### config.mk
export PLATFORM = sky130hd
export DESIGN_NAME = dht_segment_parser
export DESIGN_NICKNAME = d
export VERILOG_FILES = /design/src/verilog/dht_pkg.sv /design/src/verilog/dht_segment_parser.sv
export SDC_FILE = /design/constraint.sdc
export NUM_CORES = 1
export LEC_CHECK = 0
export BUFFER_PORTS_ARGS = -buffer_cell sky130_fd_sc_hd__buf_2
export CORE_ASPECT_RATIO = 0.7
export CORE_MARGIN = 3
export CORE_UTILIZATION = 35
export DETAILED_ROUTE_END_ITERATION = 8
export PLACE_DENSITY = 0.61
export SLEW_MARGIN = 20
export SYNTH_ARGS = -nofsm -noshare
export SYNTH_HDL_FRONTEND = slang
export SYNTH_SLANG_ARGS = --single-unit
### constraint.sdc
create_clock -name clk_i -period 5.5 [get_ports clk_i]
set_input_delay 1.65 -clock clk_i [delete_from_list [all_inputs] [get_ports clk_i]]
set_output_delay 1.65 -clock clk_i [all_outputs]
set_load 0.05 [all_outputs]
### src/verilog/dht_pkg.sv
// Huffman table decoder constants, table enumeration and bus structs
package dht_pkg;

    //------------------------------------------------------------------
    // Sizes
    //------------------------------------------------------------------
    localparam int DHT_MAX_LEN      = 16;
    localparam int DHT_CODE_W       = 16;
    localparam int DHT_PTR_W        = 10;
    localparam int DHT_RAM_DEPTH    = 1024;
    localparam int DHT_CNT_IDX_LAST = 15;

    // Byte index while waiting for a selector byte
    localparam logic [11:0] DHT_IDX_IDLE = 12'hFFF;

    // Selector byte values of the four tables
    localparam logic [7:0] DHT_SEL_Y_DC  = 8'h00;
    localparam logic [7:0] DHT_SEL_Y_AC  = 8'h10;
    localparam logic [7:0] DHT_SEL_CX_DC = 8'h01;
    localparam logic [7:0] DHT_SEL_CX_AC = 8'h11;

    //------------------------------------------------------------------
    // Types
    //------------------------------------------------------------------
    typedef enum logic [1:0] {
        Y_DC  = 2'd0,
        Y_AC  = 2'd1,
        CX_DC = 2'd2,
        CX_AC = 2'd3
    } dht_table_e;

    // One config stream beat
    typedef struct packed {
        logic [7:0] data;
        logic       last;
    } dht_cfg_beat_t;

    // End code is one past the largest code of the length
    typedef struct packed {
        logic [DHT_CODE_W-1:0] min_code;
        logic [DHT_CODE_W-1:0] end_code;
        logic [DHT_PTR_W-1:0]  ptr;
    } dht_band_t;

    typedef struct packed {
        logic       en;
        dht_table_e tbl;
        logic [3:0] len;
        dht_band_t  band;
    } dht_band_wr_t;

    typedef struct packed {
        logic                 en;
        logic [DHT_PTR_W-1:0] addr;
        logic [7:0]           data;
    } dht_sym_wr_t;

    // Window is left aligned, first stream bit in the MSB
    typedef struct packed {
        dht_table_e            tbl;
        logic [DHT_CODE_W-1:0] window;
    } dht_lookup_req_t;

    typedef struct packed {
        logic [4:0] len;
        logic [7:0] symbol;
    } dht_lookup_rsp_t;

endpackage

### src/verilog/dht_segment_parser.sv
// DHT segment parser building canonical code bands and symbol writes
module dht_segment_parser (
    input  logic                   clk_i,
    input  logic                   rst_i,
    input  logic                   cfg_valid_i,
    input  dht_pkg::dht_cfg_beat_t cfg_beat_i,
    output logic                   cfg_accept_o,
    output dht_pkg::dht_band_wr_t  band_wr_o,
    output dht_pkg::dht_sym_wr_t   sym_wr_o
);
    import dht_pkg::*;

    logic [11:0]           idx_q;
    dht_table_e            table_q;
    logic [7:0]            counts_q [DHT_MAX_LEN];
    logic [DHT_MAX_LEN-1:0] nonempty_q;
    logic [11:0]           total_q;

    logic [3:0]            len_q;
    logic [7:0]            sym_cnt_q;
    logic [DHT_CODE_W-1:0] code_q;
    logic [DHT_PTR_W-1:0]  ptr_q;

    logic       cnt_phase;
    logic       sym_phase;
    logic       beat_fire;
    logic       cnt_fire;
    logic       sym_fire;
    logic       table_done;
    logic       end_fire;
    logic [11:0] total_next;
    dht_table_e sel_table;

    //------------------------------------------------------------------
    // Phase decode and handshake
    //------------------------------------------------------------------
    assign cnt_phase = (idx_q <= 12'(DHT_CNT_IDX_LAST));
    assign sym_phase = !cnt_phase && (idx_q != DHT_IDX_IDLE);

    // Stall the stream while stepping over empty lengths
    assign cfg_accept_o = !sym_phase || nonempty_q[len_q];

    assign beat_fire = cfg_valid_i && cfg_accept_o;
    assign cnt_fire  = beat_fire && cnt_phase;
    assign sym_fire  = beat_fire && sym_phase;

    assign total_next = total_q + {4'b0, cfg_beat_i.data};

    // Symbol total reached, or all counts zero on the last count byte
    always_comb
    begin
        table_done = cfg_beat_i.last;
        if (sym_phase && idx_q == total_q)
            table_done = 1'b1;
        if (idx_q == 12'(DHT_CNT_IDX_LAST) && total_next == 12'(DHT_CNT_IDX_LAST))
            table_done = 1'b1;
    end

    assign end_fire = beat_fire && table_done;

    always_comb
    begin
        case (cfg_beat_i.data)
            DHT_SEL_Y_DC:  sel_table = Y_DC;
            DHT_SEL_Y_AC:  sel_table = Y_AC;
            DHT_SEL_CX_DC: sel_table = CX_DC;
            DHT_SEL_CX_AC: sel_table = CX_AC;
            default:       sel_table = CX_AC;
        endcase
    end

    //------------------------------------------------------------------
    // Byte index, table select and counts
    //------------------------------------------------------------------
    always_ff @(posedge clk_i)
    begin
        if (rst_i)
            idx_q <= DHT_IDX_IDLE;
        else if (end_fire)
            idx_q <= DHT_IDX_IDLE;
        else if (beat_fire)
            idx_q <= idx_q + 12'd1;
    end

    always_ff @(posedge clk_i)
    begin
        if (rst_i)
            table_q <= Y_DC;
        else if (beat_fire && idx_q == DHT_IDX_IDLE)
            table_q <= sel_table;
    end

    always_ff @(posedge clk_i)
    begin
        if (rst_i || end_fire)
        begin
            for (int i = 0; i < DHT_MAX_LEN; i++)
                counts_q[i] <= 8'd0;
            nonempty_q <= '0;
            total_q    <= 12'(DHT_CNT_IDX_LAST);
        end
        else if (cnt_fire)
        begin
            counts_q[idx_q[3:0]]   <= cfg_beat_i.data;
            nonempty_q[idx_q[3:0]] <= (cfg_beat_i.data != 8'd0);
            total_q                <= total_next;
        end
    end

    //------------------------------------------------------------------
    // Canonical code walk
    //------------------------------------------------------------------
    always_ff @(posedge clk_i)
    begin
        if (rst_i || !sym_phase)
        begin
            len_q     <= 4'd0;
            sym_cnt_q <= 8'd0;
            code_q    <= '0;
        end
        else if (sym_fire)
        begin
            if (sym_cnt_q + 8'd1 == counts_q[len_q])
            begin
                len_q     <= len_q + 4'd1;
                sym_cnt_q <= 8'd0;
                code_q    <= (code_q + 1'b1) << 1;
            end
            else
            begin
                sym_cnt_q <= sym_cnt_q + 8'd1;
                code_q    <= code_q + 1'b1;
            end
        end
        // Empty length, one step per stalled cycle
        else if (cfg_valid_i && !cfg_accept_o)
        begin
            len_q  <= len_q + 4'd1;
            code_q <= code_q << 1;
        end
    end

    // Pointer runs across all tables of the stream
    always_ff @(posedge clk_i)
    begin
        if (rst_i)
            ptr_q <= '0;
        else if (sym_fire)
            ptr_q <= ptr_q + 1'b1;
    end

    //------------------------------------------------------------------
    // Band and symbol writes
    //------------------------------------------------------------------
    always_comb
    begin
        band_wr_o.en            = sym_fire && (sym_cnt_q == 8'd0);
        band_wr_o.tbl           = table_q;
        band_wr_o.len           = len_q;
        band_wr_o.band.min_code = code_q;
        band_wr_o.band.end_code = code_q + {8'b0, counts_q[len_q]};
        band_wr_o.band.ptr      = ptr_q;
    end

    assign sym_wr_o.en   = sym_fire;
    assign sym_wr_o.addr = ptr_q;
    assign sym_wr_o.data = cfg_beat_i.data;

    // Symbol memory is never overrun
    a_ptr_no_wrap: assert property (@(posedge clk_i) disable iff (rst_i)
        sym_wr_o.en |=> ptr_q != '0);

endmodule

==> run_results.csv <==
group,metric,value,unit
critical_path,crit_slowest_cell,"dfxtp_4",
place,gp_congestion,0.840,
cells_and_area,final.fill_count,2970,
logic_synthesis,synth_seq_area_share,48.4,%
cts,numCtsBuffers,22,
critical_path,path_delay_family,"compound AO/OA/AOI/OAI gates",
logic_synthesis,synth_nets,1134,
cells_and_area,layoutNonFillerInstCount,1597,
critical_path,cp_max_fo,4,
global_route,grt_pass1_vias,8240,
sta,relSlewSlack,34.8,%
global_route,grt_pass1_wl,50200,um
cts,ctsHoldBuffers,0,
sta,rsz0062_at_grt,"true",
logic_synthesis,ys_seq_elements,212,
sta,hold_viol,0,
logic_synthesis,netlist_top_cells_count,"150 x nor2_1, 128 x edfxtp_1, 109 x nand2_1",
sta,fin_crit,5.46,ns
cts,clock_latency,0.51,ns
critical_path,r2r-end,"counts_q[3][7]",
logic_synthesis,yosysTopAreaCellShare,33.7,%
drt,routed_wl,32900,um
global_route,antenna_found_initial,0,
critical_path,cp_data_arrival_time,3.81,ns
cells_and_area,antenna_cells,0,
power_and_ir_drop,p_per_area,466,mW/mm2
floorplan,io_pins,81,
cts,cts_root_buffer,"clkbuf_16",
sta,fin_skew,0.0139,ns
critical_path,cp_cell_sequence,"buf_6 > mux4_2 > mux2i_1 > mux2_4 > inv_2 > ha_4 > inv_2 > fa_2 > nor2b_1 > o21ai_1 > a21boi_2 > o21ai_2 > a21boi_2 > o21ai_2 > a21oi_4 > buf_4 > xor2_1 > buf_4",
run,maxCapViolations,0,
worst_hold_path,holdPathStages,2,
floorplan,core,0.0316,mm2
sta,setup_viol,0,
critical_path,worstReg2RegStart,"len_q[0]",
sta,drv_slew,0,
worst_hold_path,hold_path_end,"total_q[5]",
logic_synthesis,synth_most_common_cell,"nor2_1",
power_and_ir_drop,p_leak,4.86,nW
drt,viasPerCell,5.52,
global_route,grt_remaining_overflow,0,
logic_synthesis,yosysTopAreaCell,"edfxtp_1",
place,place_inst,1540,
cts,clk_pin_slew,0.07,ns
cts,clock_sinks,212,
global_route,grt_max_degree,74,
logic_synthesis,synth-edff-count,128,
floorplan,die_area,0.0349,mm2
cells_and_area,finalNetCount,1200,
drt,drtPass1Iterations,5,
cells_and_area,post-route-util,42.0,%
critical_path,worst-path-buf-inv,5,
worst_hold_path,min-delay-start,"total_q[5]",
place,dpl.hpwl,22200,um
logic_synthesis,syn_avg_cell_area,10.4,um2
drt,vias,8813,
place,port_buffers,80,
outcome,status,"complete, no violations",
drt,postRouteAntennaNets,0,
logic_synthesis,synth-async-reset-ratio,0,%
cts,cts-htree-levels,1,
floorplan,die_w,222,um
floorplan,die_y,157,um
logic_synthesis,synth_cells,1095,
critical_path,r2r_setup_slack,1.51,ns
sta,finalCritPeriodShare,99.2,%
sta,fmax,183,MHz
logic_synthesis,synth_cell_type_count,61,
cts,clock_path_buffers,3,
logic_synthesis,netlist_area,0.0114,mm2
logic_synthesis,ys_warn_count,0,
cells_and_area,synthToLayoutAreaGrowth,16.5,%
critical_path,end_kind,"output pin",
critical_path,required,3.85,ns
drt,drtIter0Drc,1150,
critical_path,worstRegToRegCells,10,
worst_hold_path,hold_path_class,"register to register",
sta,tightest_slew,0.950,ns
critical_path,startpoint_type,"register",
logic_synthesis,synthTopCellsByArea,"edfxtp_1 34%, dfxtp_1 15%, mux4_2 6.3%",
floorplan,fp-row-count,54,
floorplan,initial_utilization,36.1,%
cts,tritoncts,"yes",
critical_path,crit_type,"register to output pin",
critical_path,critPathMaxStageDelay,0.38,ns
drt,drcViolationCount,0,
global_route,grt_usage,18.3,%
logic_synthesis,synth_ff_type,"edfxtp_1",
cells_and_area,drive_above_1_share,21.2,%
drt,wire_per_inst,20.6,um
power_and_ir_drop,peakVddDrop,0.000284,V
-- report_power, final --
| part | internal, W | leakage, nW | total (W) | switching [W] |
|---|---|---|---|---|
| logic | 0.000852 | 2.49 | 0.00250 | 0.00165 |
| registers | 0.00196 | 2.02 | 0.00219 | 0.000237 |
| clock network | 0.000854 | 0.351 | 0.00150 | 0.000647 |
| total | 0.00366 | 4.86 | 0.00620 | 0.00253 |
-- state kept, by name, indices dropped and copies added (netlist names), named ones only --
signal / flops
len_q: 4
sym_cnt_q: 8
nonempty_q: 16
code_q: 16
ptr_q: 10
idx_q: 12
table_q: 2
total_q: 12
counts_q: 128
-- final cells by class --
cell class,instances,area [um2],share of cell area [%]
Sequential cell,212,5530,41.6
Tap cell,420,526,3.95
Inverter,25,93.8,0.706
Timing Repair Buffer,141,977,7.35
Clock buffer,30,632,4.75
Multi-Input combinational cell,759,5460,41.0
Clock inverter,10,78.8,0.593
-- kinds of logic after synthesis --
logic type,Yosys count,synth area share [%]
buffers and inverters,124,5.12
flip-flops,212,48.4
adder cells (fa/ha/maj),27,3.09
multiplexers,93,12.7
XOR/XNOR,77,5.91
AND/OR/NAND/NOR,450,18.8
AO/OA/AOI/OAI,112,5.96
-- stage by stage --
stage                     total power, W  worst slack, ns  cell area, um2  setup TNS [ns]  hold slack (ns)
after floorplan                  0.00382           0.0132           11400               0            0.465
after global placement           0.00452            0.117           12200               0            0.486
after detailed placement         0.00455           0.0883           12200               0            0.488
after CTS                        0.00611          0.00287           13100               0            0.497
after global routing             0.00648           -0.102           13300          -0.510            0.523
final                            0.00620           0.0433           13300               0            0.495
-- repair_timing --
action                     CTS  global route
setup buffers                7            10
pin swaps                    9            14
setup endpoints to repair    9             9
resized for setup           34            20
cloned                       0             1
-- tightest hold or removal path, cell delays in order, from the launching register on --
cell and delay [ns]:
dfxtp_1 0.34, nand2_1 0.06, a21oi_1 0.05
-- cells in the final DEF (no fill, tap or decap), types with 7 or more instances in the layout --
master and instances:
a21oi_1 35, and3_1 7, buf_2 74, buf_4 57, clkbuf_16 24, dfxtp_1 82
edfxtp_1 128, ha_1 21, inv_1 23, mux2i_1 43, mux4_2 32, nand2_1 109
nand3_1 28, nand3b_1 21, nand4_1 16, nor2_1 150, nor3_1 34, nor4_1 41
o21ai_0 26, o221ai_1 7, or3_1 20, xnor2_1 39, xor2_1 36
-- routing by layer --
metal	vias up	share of wire, %	GRT usage, %
met4	0	1.4	2.59
met5	-	0	0.134
li1	4090	-	-
met1	4306	48	28.7
met2	377	43	26.8
met3	40	8.4	3.32
-- worst max path at each step --
stage,from,to,depth (start not counted)
6_report,register,band_wr_o[20],18
5_1_grt,register,band_wr_o[22],16
4_1_cts,register,band_wr_o[24],18
3_5_place_dp,register,band_wr_o[22],18
3_3_place_gp,register,band_wr_o[22],16
2_1_floorplan,register,band_wr_o[20],18
No activity file was read; power rests on OpenSTA's default activity.
