### config.mk
export PLATFORM = sky130hd
export DESIGN_NAME = dht_lookup_pipe
export DESIGN_NICKNAME = d
export VERILOG_FILES = /design/src/verilog/dht_pkg.sv /design/src/verilog/dht_lookup_pipe.sv
export SDC_FILE = /design/constraint.sdc
export NUM_CORES = 1
export LEC_CHECK = 0
export ABC_AREA = 1
export BUFFER_PORTS_ARGS = -buffer_cell sky130_fd_sc_hd__buf_2
export CORE_AREA = 3 3 139 141
export DETAILED_ROUTE_END_ITERATION = 8
export DIE_AREA = 0 0 142 144
export GPL_TIMING_DRIVEN = 1
export MAX_ROUTING_LAYER = met4
export PLACE_DENSITY_LB_ADDON = 0.08
export SLEW_MARGIN = 25
export SYNTH_ARGS = -nofsm -noshare
export SYNTH_HDL_FRONTEND = slang
export SYNTH_SLANG_ARGS = --single-unit
### constraint.sdc
create_clock -name clk_i -period 4.75 [get_ports clk_i]
set_clock_uncertainty 0.05 [all_clocks]
set_input_delay 0.475 -clock clk_i [delete_from_list [all_inputs] [get_ports clk_i]]
set_output_delay 0.475 -clock clk_i [all_outputs]
set_load 0.02 [all_outputs]
### src/verilog/dht_pkg.sv
// Huffman table decoder constants, table enumeration and bus structs
package dht_pkg;

    //------------------------------------------------------------------
    // Sizes
    //------------------------------------------------------------------
    localparam int DHT_MAX_LEN      = 16;
    localparam int DHT_CODE_W       = 16;
    localparam int DHT_PTR_W        = 10;
    localparam int DHT_RAM_DEPTH    = 1024;
    localparam int DHT_CNT_IDX_LAST = 15;

    // Byte index while waiting for a selector byte
    localparam logic [11:0] DHT_IDX_IDLE = 12'hFFF;

    // Selector byte values of the four tables
    localparam logic [7:0] DHT_SEL_Y_DC  = 8'h00;
    localparam logic [7:0] DHT_SEL_Y_AC  = 8'h10;
    localparam logic [7:0] DHT_SEL_CX_DC = 8'h01;
    localparam logic [7:0] DHT_SEL_CX_AC = 8'h11;

    //------------------------------------------------------------------
    // Types
    //------------------------------------------------------------------
    typedef enum logic [1:0] {
        Y_DC  = 2'd0,
        Y_AC  = 2'd1,
        CX_DC = 2'd2,
        CX_AC = 2'd3
    } dht_table_e;

    // One config stream beat
    typedef struct packed {
        logic [7:0] data;
        logic       last;
    } dht_cfg_beat_t;

    // End code is one past the largest code of the length
    typedef struct packed {
        logic [DHT_CODE_W-1:0] min_code;
        logic [DHT_CODE_W-1:0] end_code;
        logic [DHT_PTR_W-1:0]  ptr;
    } dht_band_t;

    typedef struct packed {
        logic       en;
        dht_table_e tbl;
        logic [3:0] len;
        dht_band_t  band;
    } dht_band_wr_t;

    typedef struct packed {
        logic                 en;
        logic [DHT_PTR_W-1:0] addr;
        logic [7:0]           data;
    } dht_sym_wr_t;

    // Window is left aligned, first stream bit in the MSB
    typedef struct packed {
        dht_table_e            tbl;
        logic [DHT_CODE_W-1:0] window;
    } dht_lookup_req_t;

    typedef struct packed {
        logic [4:0] len;
        logic [7:0] symbol;
    } dht_lookup_rsp_t;

endpackage

### src/verilog/dht_lookup_pipe.sv
// Two-stage Huffman lookup with length search and symbol address
module dht_lookup_pipe (
    input  logic                     clk_i,
    input  logic                     rst_i,
    input  logic                     lookup_req_i,
    input  dht_pkg::dht_lookup_req_t lookup_i,
    output dht_pkg::dht_table_e      match_table_o,
    input  logic [dht_pkg::DHT_MAX_LEN-1:0][dht_pkg::DHT_CODE_W-1:0] end_codes_i,
    output dht_pkg::dht_table_e      band_table_o,
    output logic [3:0]               band_len_o,
    input  dht_pkg::dht_band_t       band_i,
    output logic [dht_pkg::DHT_PTR_W-1:0] rd_addr_o,
    input  logic [7:0]               rd_data_i,
    output logic                     lookup_valid_o,
    output dht_pkg::dht_lookup_rsp_t lookup_rsp_o
);
    import dht_pkg::*;

    logic [3:0]            match_len;

    logic                  s1_valid_q;
    dht_table_e            s1_table_q;
    logic [DHT_CODE_W-1:0] s1_window_q;
    logic [3:0]            s1_len_q;

    logic                  s2_valid_q;
    logic [4:0]            s2_len_q;

    logic [DHT_CODE_W-1:0] s1_code;
    logic [DHT_CODE_W-1:0] s1_addr;

    // Top len+1 bits of the window, right aligned
    function automatic logic [DHT_CODE_W-1:0] prefix_of(
        input logic [DHT_CODE_W-1:0] window,
        input logic [3:0]            len
    );
        prefix_of = window >> (4'd15 - len);
    endfunction

    //------------------------------------------------------------------
    // Stage 1: shortest matching length
    //------------------------------------------------------------------
    assign match_table_o = lookup_i.tbl;

    // Scan downwards so the shortest match is left standing
    always_comb
    begin
        match_len = 4'd15;
        for (int i = DHT_MAX_LEN - 2; i >= 0; i--)
        begin
            if (prefix_of(lookup_i.window, 4'(i)) < end_codes_i[i])
                match_len = 4'(i);
        end
    end

    always_ff @(posedge clk_i)
    begin
        if (rst_i)
            s1_valid_q <= 1'b0;
        else
            s1_valid_q <= lookup_req_i;
    end

    always_ff @(posedge clk_i)
    begin
        s1_table_q  <= lookup_i.tbl;
        s1_window_q <= lookup_i.window;
        s1_len_q    <= match_len;
    end

    //------------------------------------------------------------------
    // Stage 2: symbol address and RAM read
    //------------------------------------------------------------------
    assign band_table_o = s1_table_q;
    assign band_len_o   = s1_len_q;

    assign s1_code   = prefix_of(s1_window_q, s1_len_q);
    assign s1_addr   = s1_code - band_i.min_code + {6'b0, band_i.ptr};
    assign rd_addr_o = s1_addr[DHT_PTR_W-1:0];

    always_ff @(posedge clk_i)
    begin
        if (rst_i)
            s2_valid_q <= 1'b0;
        else
            s2_valid_q <= s1_valid_q;
    end

    // Length index to bit count
    always_ff @(posedge clk_i)
    begin
        s2_len_q <= {1'b0, s1_len_q} + 5'd1;
    end

    assign lookup_valid_o      = s2_valid_q;
    assign lookup_rsp_o.len    = s2_len_q;
    assign lookup_rsp_o.symbol = rd_data_i;

    // Fixed two-cycle latency, no drops
    a_valid_latency: assert property (@(posedge clk_i) disable iff (rst_i)
        lookup_valid_o == $past(lookup_req_i, 2));

endmodule

==> results of run 1 <==
## final timing paths
path,startpoint,endpoint
worst min-delay path,lookup_i[0],s1_window_q[0]
worst max register to register,band_len_o[3],s2_len_q[3]
worst min register to register,s1_valid_q,lookup_valid_o
worst max-delay path,band_len_o[3],rd_addr_o[9]
## cell usage after synthesis (3+ instances only)
library cell and n:
a211oi_1 5, a21o_1 4, a21oi_1 52, a21oi_2 3, a31oi_1 4, buf_2 4
buf_4 10, dfxtp_1 29, fa_1 9, ha_1 116, inv_1 185, inv_2 5
mux2i_1 4, nand2_1 120, nand2_2 5, nand3_1 30, nand4_1 5, nor2_1 45
nor3_1 10, nor4_1 19, o211ai_1 3, o21ai_0 23, o21ai_1 10, o21bai_1 3
o22ai_1 4, xnor2_1 4, xor2_1 9
## power by group through the flow
stage | Sequential, mW | Combinational [mW] | Clock [mW]
after global placement | 0.261 | 0.492 | 0
after detailed placement | 0.261 | 0.496 | 0
after global routing | 0.257 | 0.565 | 0.317
after floorplan | 0.262 | 0.288 | 0
final | 0.257 | 0.489 | 0.301
after CTS | 0.257 | 0.498 | 0.310
## cell type report
class	count	area [sq um]
inverter	191	721
sequential	29	582
multi-input combinational	520	3720
timing repair buffer	308	1560
antenna	2	5.00
clock buffer	7	143
tap	229	287
fill	2022	11100
## per-stage QoR
stage          utilization (%)  setup slack, ns  power (mW)
2_1_floorplan                -            0.752       0.550
3_3_place_gp              37.8            0.668       0.753
3_5_place_dp              37.8            0.622       0.757
4_1_cts                   38.6            0.315        1.06
5_1_grt                   38.8            0.103        1.14
6_report                  38.8            0.470        1.05
## registers in the layout (all words and copies together) (netlist names)
| name | flops |
|---|---|
| band_table_o | 2 |
| s1_window_q | 16 |
| lookup_valid_o | 1 |
| s1_valid_q | 1 |
| band_len_o | 4 |
| s2_len_q | 5 |
## cells by family (layout without fill, tap and decap cells)
kind of cell / after synthesis / count (layout) / share of synthesized area, %
buffers and inverters: 208 / 506 / 16.1
and+or+nand+nor: 249 / 249 / 22.2
xor gates and xnor gates: 13 / 13 / 2.23
AOI/OAI and AO/OA: 129 / 129 / 15.3
muxes: 4 / 4 / 0.784
DFF: 29 / 29 / 11.4
other: 0 / 2 / 0
adders and majority gates: 125 / 125 / 32.0
## layer usage
metal,up-vias,wire length [microns]
li1,3047,-
met1,2354,7540
met2,161,8180
met3,12,955
met4,0,171
met5,-,0
## timing repair
item                       4_1_cts  5_1_grt
hold endpoints to repair         0        0
setup buffers                    0        1
resized for setup                0        8
setup endpoints to repair        0        2
==> results.yml, run 1 <==
sta:
  hold_slack_ns: 0.257
  clock.fmax_mhz: 234
  maxSlewViolCount: 0
  fin_crit_ns: 4.28
  final.setup.tns_ns: 0
  min_period_over_period_pct: 90.1
  worst_slew_pin_slew_ns: 0.578
  rsz0062_at_grt: "no"
  finalHoldViolCount: 0
  relSlewSlack_pct: 61.1
  setup_viol: 0
global_route:
  overflow: 0
  grtUsageTotal_pct: 15.6
  top_usage_layer: "met2"
  grt_first_pass_wirelength_microns: 25100
  globalRouteMet2Util_pct: 26.7
  grt_max_degree: 21
  grtUsageMet1_pct: 19.9
  met3_usage_pct: 2.28
  antenna_found_initial: 1
  grt_pass1_vias: 5356
routing:
  wire_per_inst_microns: 13.1
  drt_wl_total_microns: 16800
  vias_per_cell: 4.33
  vias: 5574
  drc: 0
  drt_iter0_drc: 138
  antenna_left: 0
  firstDrtPassIters: 4
critical_path:
  path_max_fanout: 8
  crit_path_top_delay_cell: "fa_1"
  cp_common_cell: "a21oi_1"
  required_ns: 4.22
  critPathKind: "reg -> out"
  max_stage_delay_ns: 0.48
  path_cells: "clkinv_1, nor2_1, inv_1, o22ai_1, nor2_1, fa_1, inv_1, ha_1, a21oi_1, o21ai_1, a21oi_2, inv_2, a21oi_1, o21bai_1, nand2_1, nand2_1, a21oi_1, xnor2_1, buf_2"
  setup.worst_path.start_class: "register"
  arrival_ns: 3.75
  rrSetupSlack_ns: 3.64
  rr_worst_depth: 2
  cp_num_buf_inv: 5
  critPathTopFamily: "compound AO/OA/AOI/OAI gates"
  cp-end-kind: "primary output"
  crit_cells: 19
yosys:
  ys_ff_latch: 29
  synthFlopType: "dfxtp_1"
  ys_types: 54
  synth.net_count: 1209
  synth_top_cell_by_area: "ha_1"
  synth-edff-count: 0
  netlist_top_cells_area: "ha_1, inv_1, dfxtp_1"
  synthArstFlopShare_pct: 0
  avgSynthCellArea_sq_um: 6.75
  synthCells: 757
  seq_area_frac_synth_pct: 11.4
  syn_area_sq_mm: 0.00511
  yosys_warnings: 0
  synth_top_area_share_pct: 28.4
cells_and_area:
  layout_commonest_cell: "buf_2"
  area_delta_synth_final_pct: 37.3
  drive_gt1_share_pct: 32.8
  finalNetCount: 1507
  final_cell_mix: "buf_2, inv_1, nand2_1"
  final_cells: 1286
  finalInstanceArea_sq_mm: 0.00701
power_and_ir_drop:
  seqPwrFrac_pct: 24.5
  clkPwrFrac_pct: 28.7
  power_density_mw_per_mm2: 149
  switchingPower_uw: 362
  p_leak_nw: 4.21
  comb_power_share_pct: 46.7
  p_int_uw: 684
  ir_drop_v: 0.000108
  switching_share_pct: 34.6
die:
  die_area_sq_mm: 0.0204
  fp.coreArea_sq_mm: 0.0181
  ioPinCount: 359
  rows: 49
  die_w_microns: 142
  die_h_microns: 144
  start_util_pct: 28.2
placed_design:
  dp_hpwl_microns: 15200
  finalWeightedCongestion: 0.837
  io_buffers: 304
  dpl_cell_area_sq_mm: 0.00683
  dp_cells: 1276
clock_tree:
  h-tree-depth: 2
  clock_sinks: 29
  clk_pin_slew_ns: 0.05
  tritoncts: "done"
  clk_latency_ns: 0.27
  clk_path_buf_depth: 2
  cts_buffers: 5
  cts_hold_buf: 0
  clock-root-buffer: "clkbuf_16"
run:
  drv_cap: 0
worst_hold_path:
  hp-class: "in -> reg"
  hold_depth: 1
outcome:
  status: "complete, no violations"
Note: power is estimated with default switching activity, not from simulation.
==> inputs of run 2 (changes only) <==
- CELL_PAD_IN_SITES_DETAIL_PLACEMENT: unset -> 0
- CELL_PAD_IN_SITES_GLOBAL_PLACEMENT: unset -> 1
- CORE_AREA: 3 3 139 141 -> unset
- CORE_ASPECT_RATIO: unset -> 2
- CORE_MARGIN: unset -> 3
- CORE_UTILIZATION: unset -> 28
- DIE_AREA: 0 0 142 144 -> unset
==> run 2 against run 1 <==
Compared with the run above: sequential cell count stayed put; maximum frequency is 2.0% lower; sequential power hardly changed; largest cell class unchanged; highest routed layer unchanged.
==> results.yml, run 2 (same netlist as run 1, synthesis figures left out) <==
power_and_ir_drop:
  switchingPower_uw: 378
  ir_drop_v: 0.000127
  seqPwrFrac_pct: 22.9
  p_int_uw: 741
  p_leak_nw: 4.23
  power_mw: 1.12
  switching_share_pct: 33.8
  power_density_mw_per_mm2: 159
  comb_power_share_pct: 43.8
  clkPwrFrac_pct: 33.3
die:
  die_w_microns: 101
  start_util_pct: 28.6
  ioPinCount: 359
  die_h_microns: 197
  fp.coreArea_sq_mm: 0.0179
  die_area_sq_mm: 0.0200
  rows: 69
critical_path:
  r2r_start: "band_len_o[2]"
  critPathKind: "reg -> out"
  startpoint: "band_len_o[0]"
  path_max_fanout: 12
  r2r_end: "s2_len_q[3]"
  endpoint: "rd_addr_o[8]"
  rr_worst_depth: 3
  rrSetupSlack_ns: 3.59
  setup.worst_path.start_class: "register"
  arrival_ns: 3.84
  cp-end-kind: "primary output"
  required_ns: 4.22
clock_tree:
  h-tree-depth: 2
  ctsResizeCount: 0
  clk_path_buf_depth: 2
  clk_pin_slew_ns: 0.05
  tritoncts: "done"
  clk_latency_ns: 0.28
  clock-root-buffer: "clkbuf_16"
  clock_sinks: 29
  cts_hold_buf: 0
  cts_setup_buffers: 0
  cts_buffers: 5
worst_hold_path:
  hp-class: "in -> reg"
global_route:
  grt_max_degree: 20
  overflow: 0
  grtUsageTotal_pct: 18.2
  grt_pass1_vias: 5910
  antenna_found_initial: 2
  grt_first_pass_wirelength_microns: 27600
routing:
  drt_iter0_drc: 79
  wire_per_inst_microns: 14.1
  antenna_left: 0
  vias: 5742
  firstDrtPassIters: 4
  vias_per_cell: 4.51
  drt_wl_total_microns: 17900
  drc: 0
sta:
  fin_crit_ns: 4.37
  final.setup.tns_ns: 0
  finalHoldViolCount: 0
  worst_slew_pin_slew_ns: 0.593
  setup_viol: 0
  clock.fmax_mhz: 229
  min_period_over_period_pct: 92.0
  maxSlewViolCount: 0
  worst_slack_ns: 0.382
  rsz0062_at_grt: "no"
  relSlewSlack_pct: 60.1
cells_and_area:
  fillers: 2048
  drive_gt1_share_pct: 32.8
  layout_commonest_cell: "buf_2"
  final_cell_mix: "buf_2, inv_1, nand2_1"
  finalNetCount: 1509
  regMostFlops: "s1_window_q"
  area_delta_synth_final_pct: 37.6
  largest_register_ffs: 16
outcome:
  status: "complete, no violations"
placed_design:
  finalWeightedCongestion: 0.802
  place_ws_ns: 0.549
  io_buffers: 304
  dp_hpwl_microns: 16400
run:
  drv_cap: 0
run 2: cell types whose count changed in the layout (fill, tap and decap cells not counted), sizes merged:
cell	delta
inv	+1
buf	+2
bufinv	+1
clkinvlp	-1
run 2: cell type report:
class | instances | area (sq um) | area share, %
Clock buffer | 7 | 143 | 2.03
Tap cell | 213 | 267 | 3.79
Multi-Input combinational cell | 520 | 3720 | 52.9
Inverter | 191 | 717 | 10.2
Antenna cell | 2 | 5.00 | 0.0712
Sequential cell | 29 | 581 | 8.26
Timing Repair Buffer | 310 | 1570 | 22.3
Clock inverter | 1 | 30.0 | 0.427
run 2: power groups by stage:
| stage | clock network, mW | logic [mW] | registers, mW |
|---|---|---|---|
| after floorplan | 0 | 0.288 | 0.262 |
| after global placement | 0 | 0.494 | 0.261 |
| after detailed placement | 0 | 0.501 | 0.261 |
| after CTS | 0.379 | 0.503 | 0.256 |
| after global routing | 0.387 | 0.574 | 0.257 |
| final | 0.372 | 0.491 | 0.256 |
run 2: worst min-delay path by stage:
stage                            from              to  slack (ns)  depth (start not counted)
final                     lookup_i[0]  s1_window_q[0]        0.24                          1
after global routing      lookup_i[0]  s1_window_q[0]        0.24                          1
after CTS                 lookup_i[0]  s1_window_q[0]        0.24                          1
after detailed placement   s1_valid_q  lookup_valid_o        0.35                          2
after global placement     s1_valid_q  lookup_valid_o        0.35                          2
after floorplan            s1_valid_q  lookup_valid_o        0.34                          2
run 2: routing by layer:
metal	up-vias	wire length [microns]	track usage [%]	share of wire (%)
met5	-	0	-	0
met4	0	276	4.34	1.5
met3	19	972	2.73	5.4
met2	172	10500	37.0	58
met1	2496	6190	17.1	35
li1	3055	-	-	-
run 2: per-stage QoR:
stage	cell area, sq um	hold slack [ns]	util [%]	instances
after global routing	7030	0.239	39.3	1273
after floorplan	5110	0.338	-	757
after CTS	7010	0.240	39.2	1271
final	7030	0.241	39.3	1273
after global placement	6830	0.348	38.2	1263
after detailed placement	6830	0.350	38.2	1263
run 2: critical path, stage by stage, from the launching register on:
cell      delay (ns)
dfxtp_1         0.34
inv_1           0.20
nand2_1         0.12
nand2_1         0.07
o21ai_0         0.22
mux2i_1         0.18
a221oi_1        0.31
ha_1            0.30
inv_1           0.06
ha_1            0.18
inv_1           0.08
fa_1            0.42
o21ai_1         0.25
a21oi_1         0.10
inv_1           0.06
a21oi_1         0.09
nor2_1          0.11
o21ai_1         0.07
nand2_1         0.07
xor2_1          0.13
buf_2           0.17
==> inputs of run 3 (changes only) <==
- ABC_AREA: 1 -> unset
==> run 3 against run 2 <==
Compared with the run above: hold slack better by 0.0069 ns; non-clock buffer count up 1; sequential power about the same; utilization up 0.34 points; largest cell class unchanged; worst setup slack worse by 0.11 ns; clock power down 3%; die area down 2.7%; final cell count down 9.7%.
==> results.yml, run 3 <==
outcome:
  status: "complete, no violations"
yosys:
  synth.net_count: 1089
  synth_xor_area_share_pct: 2.30
  synthArstFlopShare_pct: 0
  synth.mux.area_fraction_pct: 6.28
  synth-edff-count: 0
  synthMostInstantiatedCell: "inv_1"
  netlist_top_cells_area: "ha_1, dfxtp_1, inv_1"
  synth_compound_area_share_pct: 18.0
  synth_top_area_share_pct: 29.3
  synth-simple-area-share_pct: 16.1
  synthCells: 637
  synth_top_family_by_area: "adder cells"
  synth_fa_ha_area_share_pct: 32.9
  synth_top_cell_by_area: "ha_1"
  synthFlopType: "dfxtp_1"
  yosys_warnings: 0
  avgSynthCellArea_sq_um: 7.79
  ys_types: 62
  ys_ff_latch: 29
  synth_commonest_cells: "inv_1, ha_1, nor2_1, a21oi_1, o21ai_0"
  seq_area_frac_synth_pct: 11.7
  syn_area_sq_mm: 0.00496
clock_tree:
  clk_pin_slew_ns: 0.05
  cts_buffers: 5
  h-tree-depth: 2
  clk_path_buf_depth: 2
  tritoncts: "done"
  clk_latency_ns: 0.27
  clock_sinks: 29
  clock-root-buffer: "clkbuf_16"
  cts_hold_buf: 0
placed_design:
  dp_hpwl_microns: 16200
  finalWeightedCongestion: 0.857
  place_ws_ns: 0.309
  io_buffers: 304
routing:
  drt_wl_total_microns: 17700
  drt_iter0_drc: 83
  drc: 0
  antenna_left: 0
  wire_per_inst_microns: 15.4
  firstDrtPassIters: 4
  vias_per_cell: 4.70
  vias: 5407
run:
  drv_cap: 0
cells_and_area:
  final_util_pct: 39.7
  final_cell_mix: "buf_2, inv_1, ha_1"
  finalNetCount: 1390
  drive_gt1_share_pct: 36.2
  ff_latch_area_sq_um: 582
  fillers: 1914
  regMostFlops: "s1_window_q"
  layout_commonest_cell: "buf_2"
  largest_register_ffs: 16
  area_delta_synth_final_pct: 38.8
  multiInputGateArea_sq_mm: 0.00376
power_and_ir_drop:
  ir_drop_v: 0.000101
  p_leak_nw: 3.92
  power_density_mw_per_mm2: 160
critical_path:
  critPathKind: "reg -> out"
  cp_num_buf_inv: 3
  setup.worst_path.start_class: "register"
  path_max_fanout: 6
  arrival_ns: 3.95
  required_ns: 4.22
  max_stage_delay_ns: 0.55
  crit_path_top_delay_cell: "fa_1"
  critPathTopFamily: "compound AO/OA/AOI/OAI gates"
  path_cells: "buf_4, mux2i_1, nand2_1, o21ai_0, mux2i_1, o21ai_1, fa_1, inv_1, ha_1, a21o_1, a21oi_1, nor2b_1, o21a_1, o41ai_4, o21ai_0, xnor2_1, buf_2"
  cp-end-kind: "primary output"
sta:
  rsz0062_at_grt: "no"
  clock.fmax_mhz: 224
  worst_slack_ns: 0.276
  worst_slew_pin_slew_ns: 0.614
  finalHoldViolCount: 0
  fin_crit_ns: 4.47
  relSlewSlack_pct: 58.0
  final.setup.tns_ns: 0
  maxSlewViolCount: 0
  min_period_over_period_pct: 94.2
  setup_viol: 0
die:
  rows: 68
  die_h_microns: 194
  die_area_sq_mm: 0.0194
  fp.coreArea_sq_mm: 0.0174
  ioPinCount: 359
  die_w_microns: 100
  start_util_pct: 28.6
global_route:
  grt_max_degree: 21
  grt_first_pass_wirelength_microns: 26500
  antenna_found_initial: 1
  overflow: 0
  grtUsageTotal_pct: 17.9
  grt_pass1_vias: 5576
worst_hold_path:
  hp-class: "in -> reg"
==> run 3: per-layer routing <==
layer | global-route usage [%] | vias to the layer above | share of wire (%) | wire length (microns)
met5 | - | - | 0 | 0
met4 | 5.20 | 0 | 1.9 | 346
met3 | 1.62 | 28 | 5.5 | 975
met1 | 17.1 | 2372 | 35 | 6140
li1 | - | 2816 | - | -
met2 | 36.2 | 191 | 58 | 10300
==> run 3: cell type report <==
type,instances,area share [%]
multi-input cells,451,54.6
repair buffers,311,22.9
flip-flops and latches,29,8.45
inverters,140,7.63
well taps,210,3.82
clock buffers,6,2.02
clock inverters,2,0.545
diodes,1,0.0364
==> run 3: path summary, 6_finish.rpt <==
check,startpoint,endpoint,slack (ns),depth (start not counted)
max,band_len_o[0],rd_addr_o[9],0.28,17
min,lookup_i[0],s1_window_q[0],0.25,1
max reg2reg,band_len_o[2],s2_len_q[3],3.49,3
min reg2reg,s1_valid_q,lookup_valid_o,0.39,1
==> run 3: kinds of logic (layout without fill, tap and decap cells) <==
logic type / after synthesis / after routing
AOI/OAI and AO/OA: 136 / 136
other: 0 / 1
xor gates and xnor gates: 13 / 13
and+or+nand+nor: 153 / 153
adders and majority gates: 125 / 125
buffers and inverters: 157 / 459
muxes: 24 / 24
DFF: 29 / 29
==> run 3: metrics by stage <==
| step | total power, mW | instance area (sq um) | hold WS (ns) | cells |
|---|---|---|---|---|
| after floorplan | 0.541 | 4960 | 0.364 | 637 |
| after global routing | 1.19 | 6880 | 0.243 | 1150 |
| after CTS | 1.12 | 6870 | 0.239 | 1149 |
| after detailed placement | 0.752 | 6690 | 0.379 | 1141 |
| after global placement | 0.745 | 6690 | 0.370 | 1141 |
| final | 1.10 | 6880 | 0.248 | 1150 |
==> run 3: timing repair <==
item,CTS,global route
buffers inserted,0,0
setup endpoints to repair,0,1
resized for setup,0,3
==> run 3: where the power goes <==
group          internal [mW]  leakage (nW)  switching, mW  total (mW)
Clock                  0.260        0.0831          0.100       0.361
Combinational          0.234          3.60          0.249       0.483
Sequential             0.253         0.241        0.00381       0.257
Total                  0.747          3.92          0.353        1.10
